**src/hw/timer_defines.svh**
```systemverilog
// --------------------------------------
// Timer build constants
// Bus widths, divider width, register
// offsets and control bit positions
// --------------------------------------

`ifndef TIMER_DEFINES_SVH
`define TIMER_DEFINES_SVH

// Bus widths
`define TIMER_ADDR_W            5
`define TIMER_DATA_W            32

// Clock divider width
`define TIMER_DIV_W             10

// Register offsets, byte addressed
`define TIMER_OFS_CONTROL       5'h00
`define TIMER_OFS_DIVIDER       5'h04
`define TIMER_OFS_MTIMELO       5'h08
`define TIMER_OFS_MTIMEHI       5'h0C
`define TIMER_OFS_MTIMECMPLO    5'h10
`define TIMER_OFS_MTIMECMPHI    5'h14

// CONTROL layout
`define TIMER_CTRL_EN_BIT       0
// Counting runs straight out of reset
`define TIMER_EN_RESET          1'b1

`endif

```
**src/hw/timer_pkg.sv**
```systemverilog
// --------------------------------------
// Timer types
// Bus command and response encodings,
// register select and write-data views
// --------------------------------------

`default_nettype none

`include "timer_defines.svh"

package timer_pkg;

    // Data memory bus encodings
    typedef enum logic {
        MEM_CMD_RD = 1'b0,
        MEM_CMD_WR = 1'b1
    } mem_cmd_e;

    typedef enum logic [1:0] {
        MEM_WIDTH_BYTE  = 2'b00,
        MEM_WIDTH_HWORD = 2'b01,
        MEM_WIDTH_WORD  = 2'b10
    } mem_width_e;

    // RDY_ER exists on the bus, never sent by the timer
    typedef enum logic [1:0] {
        MEM_RESP_NOTRDY = 2'b00,
        MEM_RESP_RDY_OK = 2'b01,
        MEM_RESP_RDY_ER = 2'b10
    } mem_resp_e;

    // Select equals the word index of the register
    typedef enum logic [2:0] {
        SEL_CONTROL    = 3'(`TIMER_OFS_CONTROL >> 2),
        SEL_DIVIDER    = 3'(`TIMER_OFS_DIVIDER >> 2),
        SEL_MTIMELO    = 3'(`TIMER_OFS_MTIMELO >> 2),
        SEL_MTIMEHI    = 3'(`TIMER_OFS_MTIMEHI >> 2),
        SEL_MTIMECMPLO = 3'(`TIMER_OFS_MTIMECMPLO >> 2),
        SEL_MTIMECMPHI = 3'(`TIMER_OFS_MTIMECMPHI >> 2)
    } timer_sel_e;

    // Same write word, seen as CONTROL or as DIVIDER
    typedef union packed {
        struct packed {
            logic [`TIMER_DATA_W-1:1]            rsvd;
            logic                                en;
        } ctrl;
        struct packed {
            logic [`TIMER_DATA_W-`TIMER_DIV_W-1:0] rsvd;
            logic [`TIMER_DIV_W-1:0]               div;
        } divr;
    } timer_wdata_u;

endpackage

`default_nettype wire

```
**src/hw/timer_reg_if.sv**
```systemverilog
// --------------------------------------
// Decoded register access and timer
// state shared by decode, execute and
// result stages
// --------------------------------------

`default_nettype none

`include "timer_defines.svh"

interface timer_reg_if import timer_pkg::*; ();

    // Access strobes, one cycle each
    logic                    acc_wr;
    logic                    acc_rd;
    // Access payload
    timer_sel_e              acc_sel;
    timer_wdata_u            acc_wdata;

    // Register state
    logic                    timer_en;
    logic [`TIMER_DIV_W-1:0] timer_div;
    logic [63:0]             mtime;
    logic [63:0]             mtimecmp;

    // Bus side, produces the access
    modport decode (
        output acc_wr, acc_rd, acc_sel, acc_wdata
    );

    // Owns every register
    modport execute (
        input  acc_wr, acc_sel, acc_wdata,
        output timer_en, timer_div, mtime, mtimecmp
    );

    // Response path, write strobe needed for write acks on the bus
    modport result (
        input  acc_wr, acc_rd, acc_sel,
        input  timer_en, timer_div, mtime, mtimecmp
    );

endinterface

`default_nettype wire

```
**src/hw/timer_decode.sv**
```systemverilog
// --------------------------------------
// Bus request front end
// Ack generation, request filtering and
// registered access strobes
// --------------------------------------

`default_nettype none

`include "timer_defines.svh"

module timer_decode import timer_pkg::*; (
    input  logic                     clk,
    input  logic                     rst_n,

    // Data memory request side
    input  logic                     dmem_req,
    input  mem_cmd_e                 dmem_cmd,
    input  mem_width_e               dmem_width,
    input  logic [`TIMER_ADDR_W-1:0] dmem_addr,
    input  logic [`TIMER_DATA_W-1:0] dmem_wdata,
    output logic                     dmem_req_ack,

    // Decoded access toward execute and result
    timer_reg_if.decode              regs
);

    // Last implemented register bounds the address map
    localparam logic [`TIMER_ADDR_W-1:0] LAST_OFS = `TIMER_OFS_MTIMECMPHI;

    logic req_new;
    logic width_ok;
    logic align_ok;
    logic range_ok;
    logic req_ok;

    // --------------------------------------
    // Request filter
    // --------------------------------------

    // Fresh request only, ack cycle is ignored
    assign req_new  = dmem_req & ~dmem_req_ack;

    // Word accesses only
    assign width_ok = (dmem_width == MEM_WIDTH_WORD);
    // Two low address bits must be clear
    assign align_ok = (dmem_addr[1:0] == 2'b00);
    // Word index up to MTIMECMPHI
    assign range_ok = (dmem_addr[`TIMER_ADDR_W-1:2] <= LAST_OFS[`TIMER_ADDR_W-1:2]);

    assign req_ok   = req_new & width_ok & align_ok & range_ok;

    // --------------------------------------
    // Ack and strobes
    // --------------------------------------

    // Ack every fresh request, filtered or not
    always_ff @(posedge clk or negedge rst_n) begin
        if (!rst_n) begin
            dmem_req_ack <= 1'b0;
        end else begin
            dmem_req_ack <= req_new;
        end
    end

    // Command split into write and read strobes
    always_ff @(posedge clk or negedge rst_n) begin
        if (!rst_n) begin
            regs.acc_wr <= 1'b0;
            regs.acc_rd <= 1'b0;
        end else begin
            regs.acc_wr <= req_ok & (dmem_cmd == MEM_CMD_WR);
            regs.acc_rd <= req_ok & (dmem_cmd == MEM_CMD_RD);
        end
    end

    // --------------------------------------
    // Access payload
    // --------------------------------------

    // Captured on any fresh request
    // Only looked at while a strobe is high
    always_ff @(posedge clk) begin
        if (req_new) begin
            regs.acc_sel   <= timer_sel_e'(dmem_addr[`TIMER_ADDR_W-1:2]);
            regs.acc_wdata <= dmem_wdata;
        end
    end

endmodule

`default_nettype wire

```
**src/hw/timer_execute.sv**
```systemverilog
// --------------------------------------
// Timer register file
// CONTROL, DIVIDER, mtime, mtimecmp and
// the timer interrupt
// --------------------------------------

`default_nettype none

`include "timer_defines.svh"

module timer_execute import timer_pkg::*; (
    input  logic          clk,
    input  logic          rst_n,

    // Access in, register state out
    timer_reg_if.execute  regs,

    output logic          timer_irq
);

    // Per-register write enables
    logic                    ctrl_wr;
    logic                    div_wr;
    logic                    lo_wr;
    logic                    hi_wr;
    logic                    cmplo_wr;
    logic                    cmphi_wr;
    logic                    cmp_wr;
    logic [31:0]             wword;

    logic                    timer_en;
    logic [`TIMER_DIV_W-1:0] timer_div;
    logic [`TIMER_DIV_W-1:0] div_cnt;
    logic                    tick;

    logic [31:0]             mtime_lo;
    logic [31:0]             mtime_hi;
    logic [31:0]             lo_inc;
    logic                    lo_carry;

    logic [63:0]             mtimecmp;
    logic [63:0]             cmp_new;
    logic                    cmp_hit;

    // --------------------------------------
    // Write decode
    // --------------------------------------
    assign ctrl_wr  = regs.acc_wr & (regs.acc_sel == SEL_CONTROL);
    assign div_wr   = regs.acc_wr & (regs.acc_sel == SEL_DIVIDER);
    assign lo_wr    = regs.acc_wr & (regs.acc_sel == SEL_MTIMELO);
    assign hi_wr    = regs.acc_wr & (regs.acc_sel == SEL_MTIMEHI);
    assign cmplo_wr = regs.acc_wr & (regs.acc_sel == SEL_MTIMECMPLO);
    assign cmphi_wr = regs.acc_wr & (regs.acc_sel == SEL_MTIMECMPHI);
    assign cmp_wr   = cmplo_wr | cmphi_wr;

    // Flat view for the time registers
    assign wword    = regs.acc_wdata;

    // CONTROL and DIVIDER, each through its own view
    always_ff @(posedge clk or negedge rst_n) begin
        if (!rst_n) begin
            timer_en  <= `TIMER_EN_RESET;
            timer_div <= '0;
        end else begin
            if (ctrl_wr) begin
                timer_en <= regs.acc_wdata.ctrl.en;
            end
            if (div_wr) begin
                timer_div <= regs.acc_wdata.divr.div;
            end
        end
    end

    // --------------------------------------
    // Divider down-counter
    // --------------------------------------

    // One tick every timer_div+1 enabled cycles
    assign tick = timer_en & (div_cnt == '0);

    always_ff @(posedge clk or negedge rst_n) begin
        if (!rst_n) begin
            div_cnt <= '0;
        end else if (div_wr) begin
            // Restart the period from the new value
            div_cnt <= regs.acc_wdata.divr.div;
        end else if (tick) begin
            div_cnt <= timer_div;
        end else if (timer_en) begin
            div_cnt <= div_cnt - 1'b1;
        end
    end

    // --------------------------------------
    // mtime, split 32-bit increment
    // --------------------------------------
    assign lo_inc = mtime_lo + 32'd1;

    // lo_carry marks a low word of all ones, so the high adder
    // never waits on the low carry chain
    always_ff @(posedge clk or negedge rst_n) begin
        if (!rst_n) begin
            mtime_lo <= '0;
            mtime_hi <= '0;
            lo_carry <= 1'b0;
        end else if (tick) begin
            // Tick wins over a same-cycle write
            mtime_lo <= lo_inc;
            mtime_hi <= mtime_hi + 32'(lo_carry);
            lo_carry <= &lo_inc;
        end else begin
            if (lo_wr) begin
                mtime_lo <= wword;
                lo_carry <= &wword;
            end
            if (hi_wr) begin
                mtime_hi <= wword;
            end
        end
    end

    // --------------------------------------
    // mtimecmp and interrupt
    // --------------------------------------
    always_comb begin
        cmp_new = mtimecmp;
        if (cmplo_wr) begin
            cmp_new[31:0] = wword;
        end
        if (cmphi_wr) begin
            cmp_new[63:32] = wword;
        end
    end

    always_ff @(posedge clk or negedge rst_n) begin
        if (!rst_n) begin
            mtimecmp <= '0;
        end else if (cmp_wr) begin
            mtimecmp <= cmp_new;
        end
    end

    // Compare against the incoming value during a compare write
    assign cmp_hit = ({mtime_hi, mtime_lo} >= (cmp_wr ? cmp_new : mtimecmp));

    // Sticky once set, cleared only by a compare write
    always_ff @(posedge clk or negedge rst_n) begin
        if (!rst_n) begin
            timer_irq <= 1'b0;
        end else if (!timer_irq || cmp_wr) begin
            timer_irq <= cmp_hit;
        end
    end

    // State toward the response path and the top level
    assign regs.timer_en  = timer_en;
    assign regs.timer_div = timer_div;
    assign regs.mtime     = {mtime_hi, mtime_lo};
    assign regs.mtimecmp  = mtimecmp;

endmodule

`default_nettype wire

```
**src/hw/timer_result.sv**
```systemverilog
// --------------------------------------
// Read-data mux and registered bus
// response
// --------------------------------------

`default_nettype none

`include "timer_defines.svh"

module timer_result import timer_pkg::*; (
    input  logic                     clk,
    input  logic                     rst_n,

    // Access strobes and register state
    timer_reg_if.result              regs,

    // Data memory response side
    output logic [`TIMER_DATA_W-1:0] dmem_rdata,
    output mem_resp_e                dmem_resp
);

    logic [`TIMER_DATA_W-1:0] rd_word;
    logic                     acc_any;

    // Either strobe earns a response
    assign acc_any = regs.acc_wr | regs.acc_rd;

    // --------------------------------------
    // Read mux
    // --------------------------------------
    always_comb begin
        rd_word = '0;
        case (regs.acc_sel)
            SEL_CONTROL: begin
                rd_word[`TIMER_CTRL_EN_BIT] = regs.timer_en;
            end
            SEL_DIVIDER: begin
                // Zero-extended
                rd_word = `TIMER_DATA_W'(regs.timer_div);
            end
            SEL_MTIMELO: begin
                rd_word = regs.mtime[31:0];
            end
            SEL_MTIMEHI: begin
                rd_word = regs.mtime[63:32];
            end
            SEL_MTIMECMPLO: begin
                rd_word = regs.mtimecmp[31:0];
            end
            SEL_MTIMECMPHI: begin
                rd_word = regs.mtimecmp[63:32];
            end
            default: begin
                rd_word = '0;
            end
        endcase
    end

    // --------------------------------------
    // Response register
    // --------------------------------------

    // One RDY_OK cycle per strobe, data only for reads
    always_ff @(posedge clk or negedge rst_n) begin
        if (!rst_n) begin
            dmem_resp  <= MEM_RESP_NOTRDY;
            dmem_rdata <= '0;
        end else if (acc_any) begin
            dmem_resp  <= MEM_RESP_RDY_OK;
            dmem_rdata <= regs.acc_rd ? rd_word : '0;
        end else begin
            dmem_resp  <= MEM_RESP_NOTRDY;
            dmem_rdata <= '0;
        end
    end

endmodule

`default_nettype wire

```
**src/hw/mmio_timer.sv**
```systemverilog
// --------------------------------------
// Memory-mapped machine timer, top level
// Decode, execute and result stages
// joined by one register interface
// --------------------------------------

`default_nettype none

`include "timer_defines.svh"

module mmio_timer import timer_pkg::*; (
    input  logic                     clk,
    input  logic                     rst_n,

    // Data memory port
    input  logic                     dmem_req,
    input  mem_cmd_e                 dmem_cmd,
    input  mem_width_e               dmem_width,
    input  logic [`TIMER_ADDR_W-1:0] dmem_addr,
    input  logic [`TIMER_DATA_W-1:0] dmem_wdata,
    output logic                     dmem_req_ack,
    output logic [`TIMER_DATA_W-1:0] dmem_rdata,
    output mem_resp_e                dmem_resp,

    // Timer outputs
    output logic [63:0]              timer_val,
    output logic                     timer_irq
);

    // Access and state between the stages
    timer_reg_if regs_if ();

    // Request side
    timer_decode timer_decode_i (
        .clk          (clk),
        .rst_n        (rst_n),
        .dmem_req     (dmem_req),
        .dmem_cmd     (dmem_cmd),
        .dmem_width   (dmem_width),
        .dmem_addr    (dmem_addr),
        .dmem_wdata   (dmem_wdata),
        .dmem_req_ack (dmem_req_ack),
        .regs         (regs_if.decode)
    );

    // Registers, counter and interrupt
    timer_execute timer_execute_i (
        .clk       (clk),
        .rst_n     (rst_n),
        .regs      (regs_if.execute),
        .timer_irq (timer_irq)
    );

    // Response side
    timer_result timer_result_i (
        .clk        (clk),
        .rst_n      (rst_n),
        .regs       (regs_if.result),
        .dmem_rdata (dmem_rdata),
        .dmem_resp  (dmem_resp)
    );

    // Live counter value, no extra stage
    assign timer_val = regs_if.mtime;

endmodule

`default_nettype wire

```
**config.mk**
```make
export PLATFORM = sky130hd
export DESIGN_NAME = mmio_timer
export DESIGN_NICKNAME = d
export VERILOG_FILES = /design/src/hw/timer_pkg.sv /design/src/hw/timer_reg_if.sv /design/src/hw/timer_decode.sv /design/src/hw/timer_execute.sv /design/src/hw/timer_result.sv /design/src/hw/mmio_timer.sv
export VERILOG_INCLUDE_DIRS = /design/src /design/src/hw
export SDC_FILE = /design/constraint.sdc
export NUM_CORES = 1
export LEC_CHECK = 0
export BUFFER_PORTS_ARGS = -buffer_cell sky130_fd_sc_hd__buf_2
export CORE_MARGIN = 4
export CORE_UTILIZATION = 64
export CTS_CLUSTER_SIZE = 20
export DETAILED_ROUTE_END_ITERATION = 16
export PLACE_DENSITY = 0.92
export SLEW_MARGIN = 20
export SYNTH_ARGS = -nofsm -noshare
export SYNTH_HDL_FRONTEND = slang
export SYNTH_HIERARCHICAL = 1
export SYNTH_SLANG_ARGS = --single-unit
```
**constraint.sdc**
```tcl
create_clock -name clk -period 8.9 [get_ports clk]
set_clock_uncertainty 0.05 [all_clocks]
set_input_delay 1.78 -clock clk [delete_from_list [all_inputs] [get_ports clk]]
set_output_delay 1.78 -clock clk [all_outputs]
set_load 0.01 [all_outputs]
```
==> flow_metrics.py <==
metrics = {
    "status": {
        "outcome": "completed",
    },
    "cts": {
        "hold_buffers": 0,
        "cts_tree": "built",
        "clkLatencyLatePin_ns": 0.54,
        "root_buffer": "clkbuf_16",
        "ctsResizeCount": 0,
        "clock-sinks": 222,
        "postCtsSetupRepairBufs": 0,
        "h-tree-depth": 1,
        "cts_buffers": 24,
        "cts.path.max_buffers": 3,
        "path_clk_slew_ns": 0.06,
    },
    "place": {
        "port_buffers": 141,
        "routabilityCongestion": 0.997,
        "dp_cells": 1612,
        "hpwlAfterDp_mm": 26.2,
    },
    "logic_synthesis": {
        "yosys.area_share.simple_pct": 17.4,
        "ys_types": 82,
        "ys_seq_elements": 222,
        "synth_fa_ha_area_share_pct": 6.78,
        "synthCells": 1265,
        "yosys.area.top_type": "dfrtp_1",
        "synth_top_area_share_pct": 36.5,
        "synth_mux_area_share_pct": 6.81,
        "syn_nets": 1377,
        "synth-edff-count": 35,
        "synth_area_mm2": 0.0127,
        "yosys_warnings": 6,
        "synthTopCellsByArea": "dfrtp_1 (37%), edfxtp_1 (8.3%), ha_1 (6.8%), mux2i_1 (4.2%), nand2_1 (2.9%)",
        "synth.avg_cell_area_um2": 10.1,
        "synth-main-ff-cell": "dfrtp_1",
        "synth-xor-area-share_pct": 0.344,
        "ys_async_sr_fraction_pct": 84.2,
        "yosysSeqAreaShare_pct": 45.0,
        "synth_top_family_by_area": "compound AO/OA/AOI/OAI gates",
        "synth_compound_area_share_pct": 18.8,
    },
    "timing": {
        "layout_min_cycle_time_ns": 4.29,
        "finalHoldViolCount": 0,
        "max_freq_mhz": 233,
        "finalSetupViolCount": 0,
        "worst_pin_slew_ns": 1.12,
        "setup_tns_ns": 0,
        "slew_headroom_pct": 25.6,
        "timing.final.crit_share_pct": 48.2,
        "slew_viol_final": 0,
        "rsz0062_at_grt": "no",
    },
    "worst_setup_path": {
        "crit_fanout": 56,
        "reg2reg_from": "timer_decode_i/regs.acc_sel[1]$_DFFE_PP_",
        "arrival_ns": 4.69,
        "cp_cell_sequence": "buf_4 > nand4b_1 > buf_4 > mux2_2 > inv_1 > ha_1 > nand4_1 > nor3_1 > nand3_1 > nor4_1 > o31ai_1 > nand3_1",
        "crit_type": "reg2reg",
        "worstSetupStartpoint": "timer_decode_i/regs.acc_sel[1]$_DFFE_PP_",
        "worstPathRequired_ns": 9.31,
        "cp_slowest_cell": "nor4_1",
        "crit_family": "simple AND/OR/NAND/NOR gates",
        "crit_path_end_kind": "flop",
        "worst-path-buf-inv": 3,
        "slowest_delay_ns": 0.75,
        "startpoint_type": "flop",
    },
    "drt": {
        "wl_mm": 39.7,
        "first_pass_iters": 8,
        "post-route-drc-count": 0,
        "vias": 11600,
        "avgRoutedWirePerCell_um": 24.0,
        "vias_per_cell": 7.00,
        "drt-initial-drc-count": 1784,
        "antenna_left": 0,
    },
    "finish": {
        "final_common_cell": "dfrtp_1",
        "register_area_mm2": 0.00573,
        "layout_common_cells": "dfrtp_1 (186), buf_2 (140), nand2_1 (98)",
        "final_nets": 1485,
        "syn_to_final_growth_pct": 12.7,
        "fin_cells": 1656,
        "fill_cells": 1282,
        "antenna_cells": 0,
        "multi_input_area_mm2": 0.00641,
        "drive_above_1_share_pct": 20.6,
    },
    "worst_hold_path": {
        "hold_class": "reg2reg",
        "min_from": "timer_execute_i/regs.timer_div[2]$_DFFE_PN0P_",
    },
    "grt": {
        "antenna_found_initial": 0,
        "globalRouteOverflowTotal": 0,
        "grt_usage_pct": 35.4,
        "grt_start_max_net_pins": 130,
        "grt_pass1_wl_mm": 62.0,
        "grt_pass1_vias": 11300,
    },
    "floorplanning": {
        "die_y_um": 149,
        "core_area_mm2": 0.0195,
        "dieArea_mm2": 0.0222,
        "start_util_pct": 65.2,
        "fp-row-count": 51,
        "boundaryPins": 143,
        "die_width_um": 149,
    },
    "power": {
        "power.density_mw_per_mm2": 220,
        "ir_drop_mv": 0.179,
        "cellLeakagePower_nw": 6.84,
    },
    "flow_run": {
        "maxCapViolCount": 0,
    },
}
registers in the layout, indices dropped and copies added, names as in the netlist:
signal                          cells
timer_result_i/dmem_resp            1
timer_execute_i/lo_carry            1
timer_decode_i/regs.acc_rd          1
timer_execute_i/regs.mtimecmp      64
timer_execute_i/regs.timer_en       1
timer_decode_i/regs.acc_sel         3
timer_execute_i/div_cnt            10
timer_decode_i/regs.acc_wr          1
timer_decode_i/dmem_req_ack         1
timer_execute_i/mtime_hi           32
timer_execute_i/timer_irq           1
timer_execute_i/mtime_lo           32
timer_result_i/dmem_rdata          32
timer_decode_i/regs.acc_wdata      32
timer_execute_i/regs.timer_div     10
worst reg2reg max path: cells and delay by family (launching register included):
kind	cells	cell delay [ns]
muxes	1	0.30
AOI/OAI and AO/OA	1	0.17
buffers and inverters	3	1.04
and+or+nand+nor	6	2.01
adders and majority gates	1	0.29
DFF	1	0.33
cell type report:
type,count,area share (%)
sequential,222,39.9
timing repair buffer,153,5.61
multi-input combinational,900,44.6
tap,265,2.31
clock inverter,9,0.619
inverter,72,1.88
clock buffer,35,5.03
cells by family (layout without fill, tap and decap cells):
family	Yosys count	in the layout
AOI/OAI and AO/OA	331	331
xor gates and xnor gates	5	5
adders and majority gates	69	69
buffers and inverters	143	269
DFF	222	222
muxes	82	82
other	1	1
and+or+nand+nor	412	412
report_power, final:
part	internal (mW)	total, mW	leakage, nW	switching [mW]
clock network	0.593	1.01	0.396	0.420
registers	1.14	1.41	2.89	0.269
logic	0.321	0.734	3.55	0.413
total	2.06	3.16	6.84	1.10
routing by layer:
layer	routed length (µm)	share of wire [%]	vias to the layer above	GRT usage (%)
li1	-	-	4896	-
met3	5500	14	239	8.48
met5	0	0	-	1.82
met1	14200	36	5466	47.2
met2	17500	44	995	54.1
met4	2590	6.5	0	18.2
final timing paths:
path                                                            endpoint  cells past startpoint  slack (ns)
min                        timer_execute_i/regs.timer_div[2]$_DFFE_PN0P_                      2        0.46
max                                timer_execute_i/timer_irq$_DFFE_PN0P_                     12        4.61
min reg2reg                timer_execute_i/regs.timer_div[2]$_DFFE_PN0P_                      2        0.46
max reg2reg                        timer_execute_i/timer_irq$_DFFE_PN0P_                     12        4.61
max in group asynchronous       timer_execute_i/mtime_hi[13]$_DFFE_PN0P_                      2        6.11
min in group asynchronous    timer_execute_i/regs.mtimecmp[44]$_DFF_PN0_                      1        1.33
synth_stat cells (all sizes together), types with 5 or more instances:
master and n:
a211o 7, and3b 5, dfrtp 186, nand3 44
nor3b 5, or4 6, edfxtp 35, a2111oi 6
o21a 7, nand4 36, nor2 90, nor3 19
nand2b 8, and3 12, mux2i 54, or3 8
a22oi 41, o211ai 5, buf 35, nor2b 6
a21oi 86, nor4 13, ha 69, inv 72
nand3b 45, a21o 42, nand2 99, a31oi 8
clkbuf 36, o21ai 54, a211oi 18, o22ai 11
mux2 27, a311oi 13
per-stage QoR:
step / hold slack [ns] / total power [mW] / setup WS [ns] / utilization [%] / cell area [µm²]
floorplan: 0.413 / 1.79 / 5.80 / - / 12700
global placement: 0.440 / 2.08 / 5.13 / 69.4 / 13500
detailed placement: 0.445 / 2.11 / 4.92 / 69.4 / 13500
CTS: 0.461 / 3.13 / 4.90 / 73.5 / 14400
global route: 0.499 / 3.29 / 4.58 / 73.5 / 14400
finish: 0.458 / 3.16 / 4.61 / 73.5 / 14400
No activity file was read; power rests on OpenSTA's default activity.
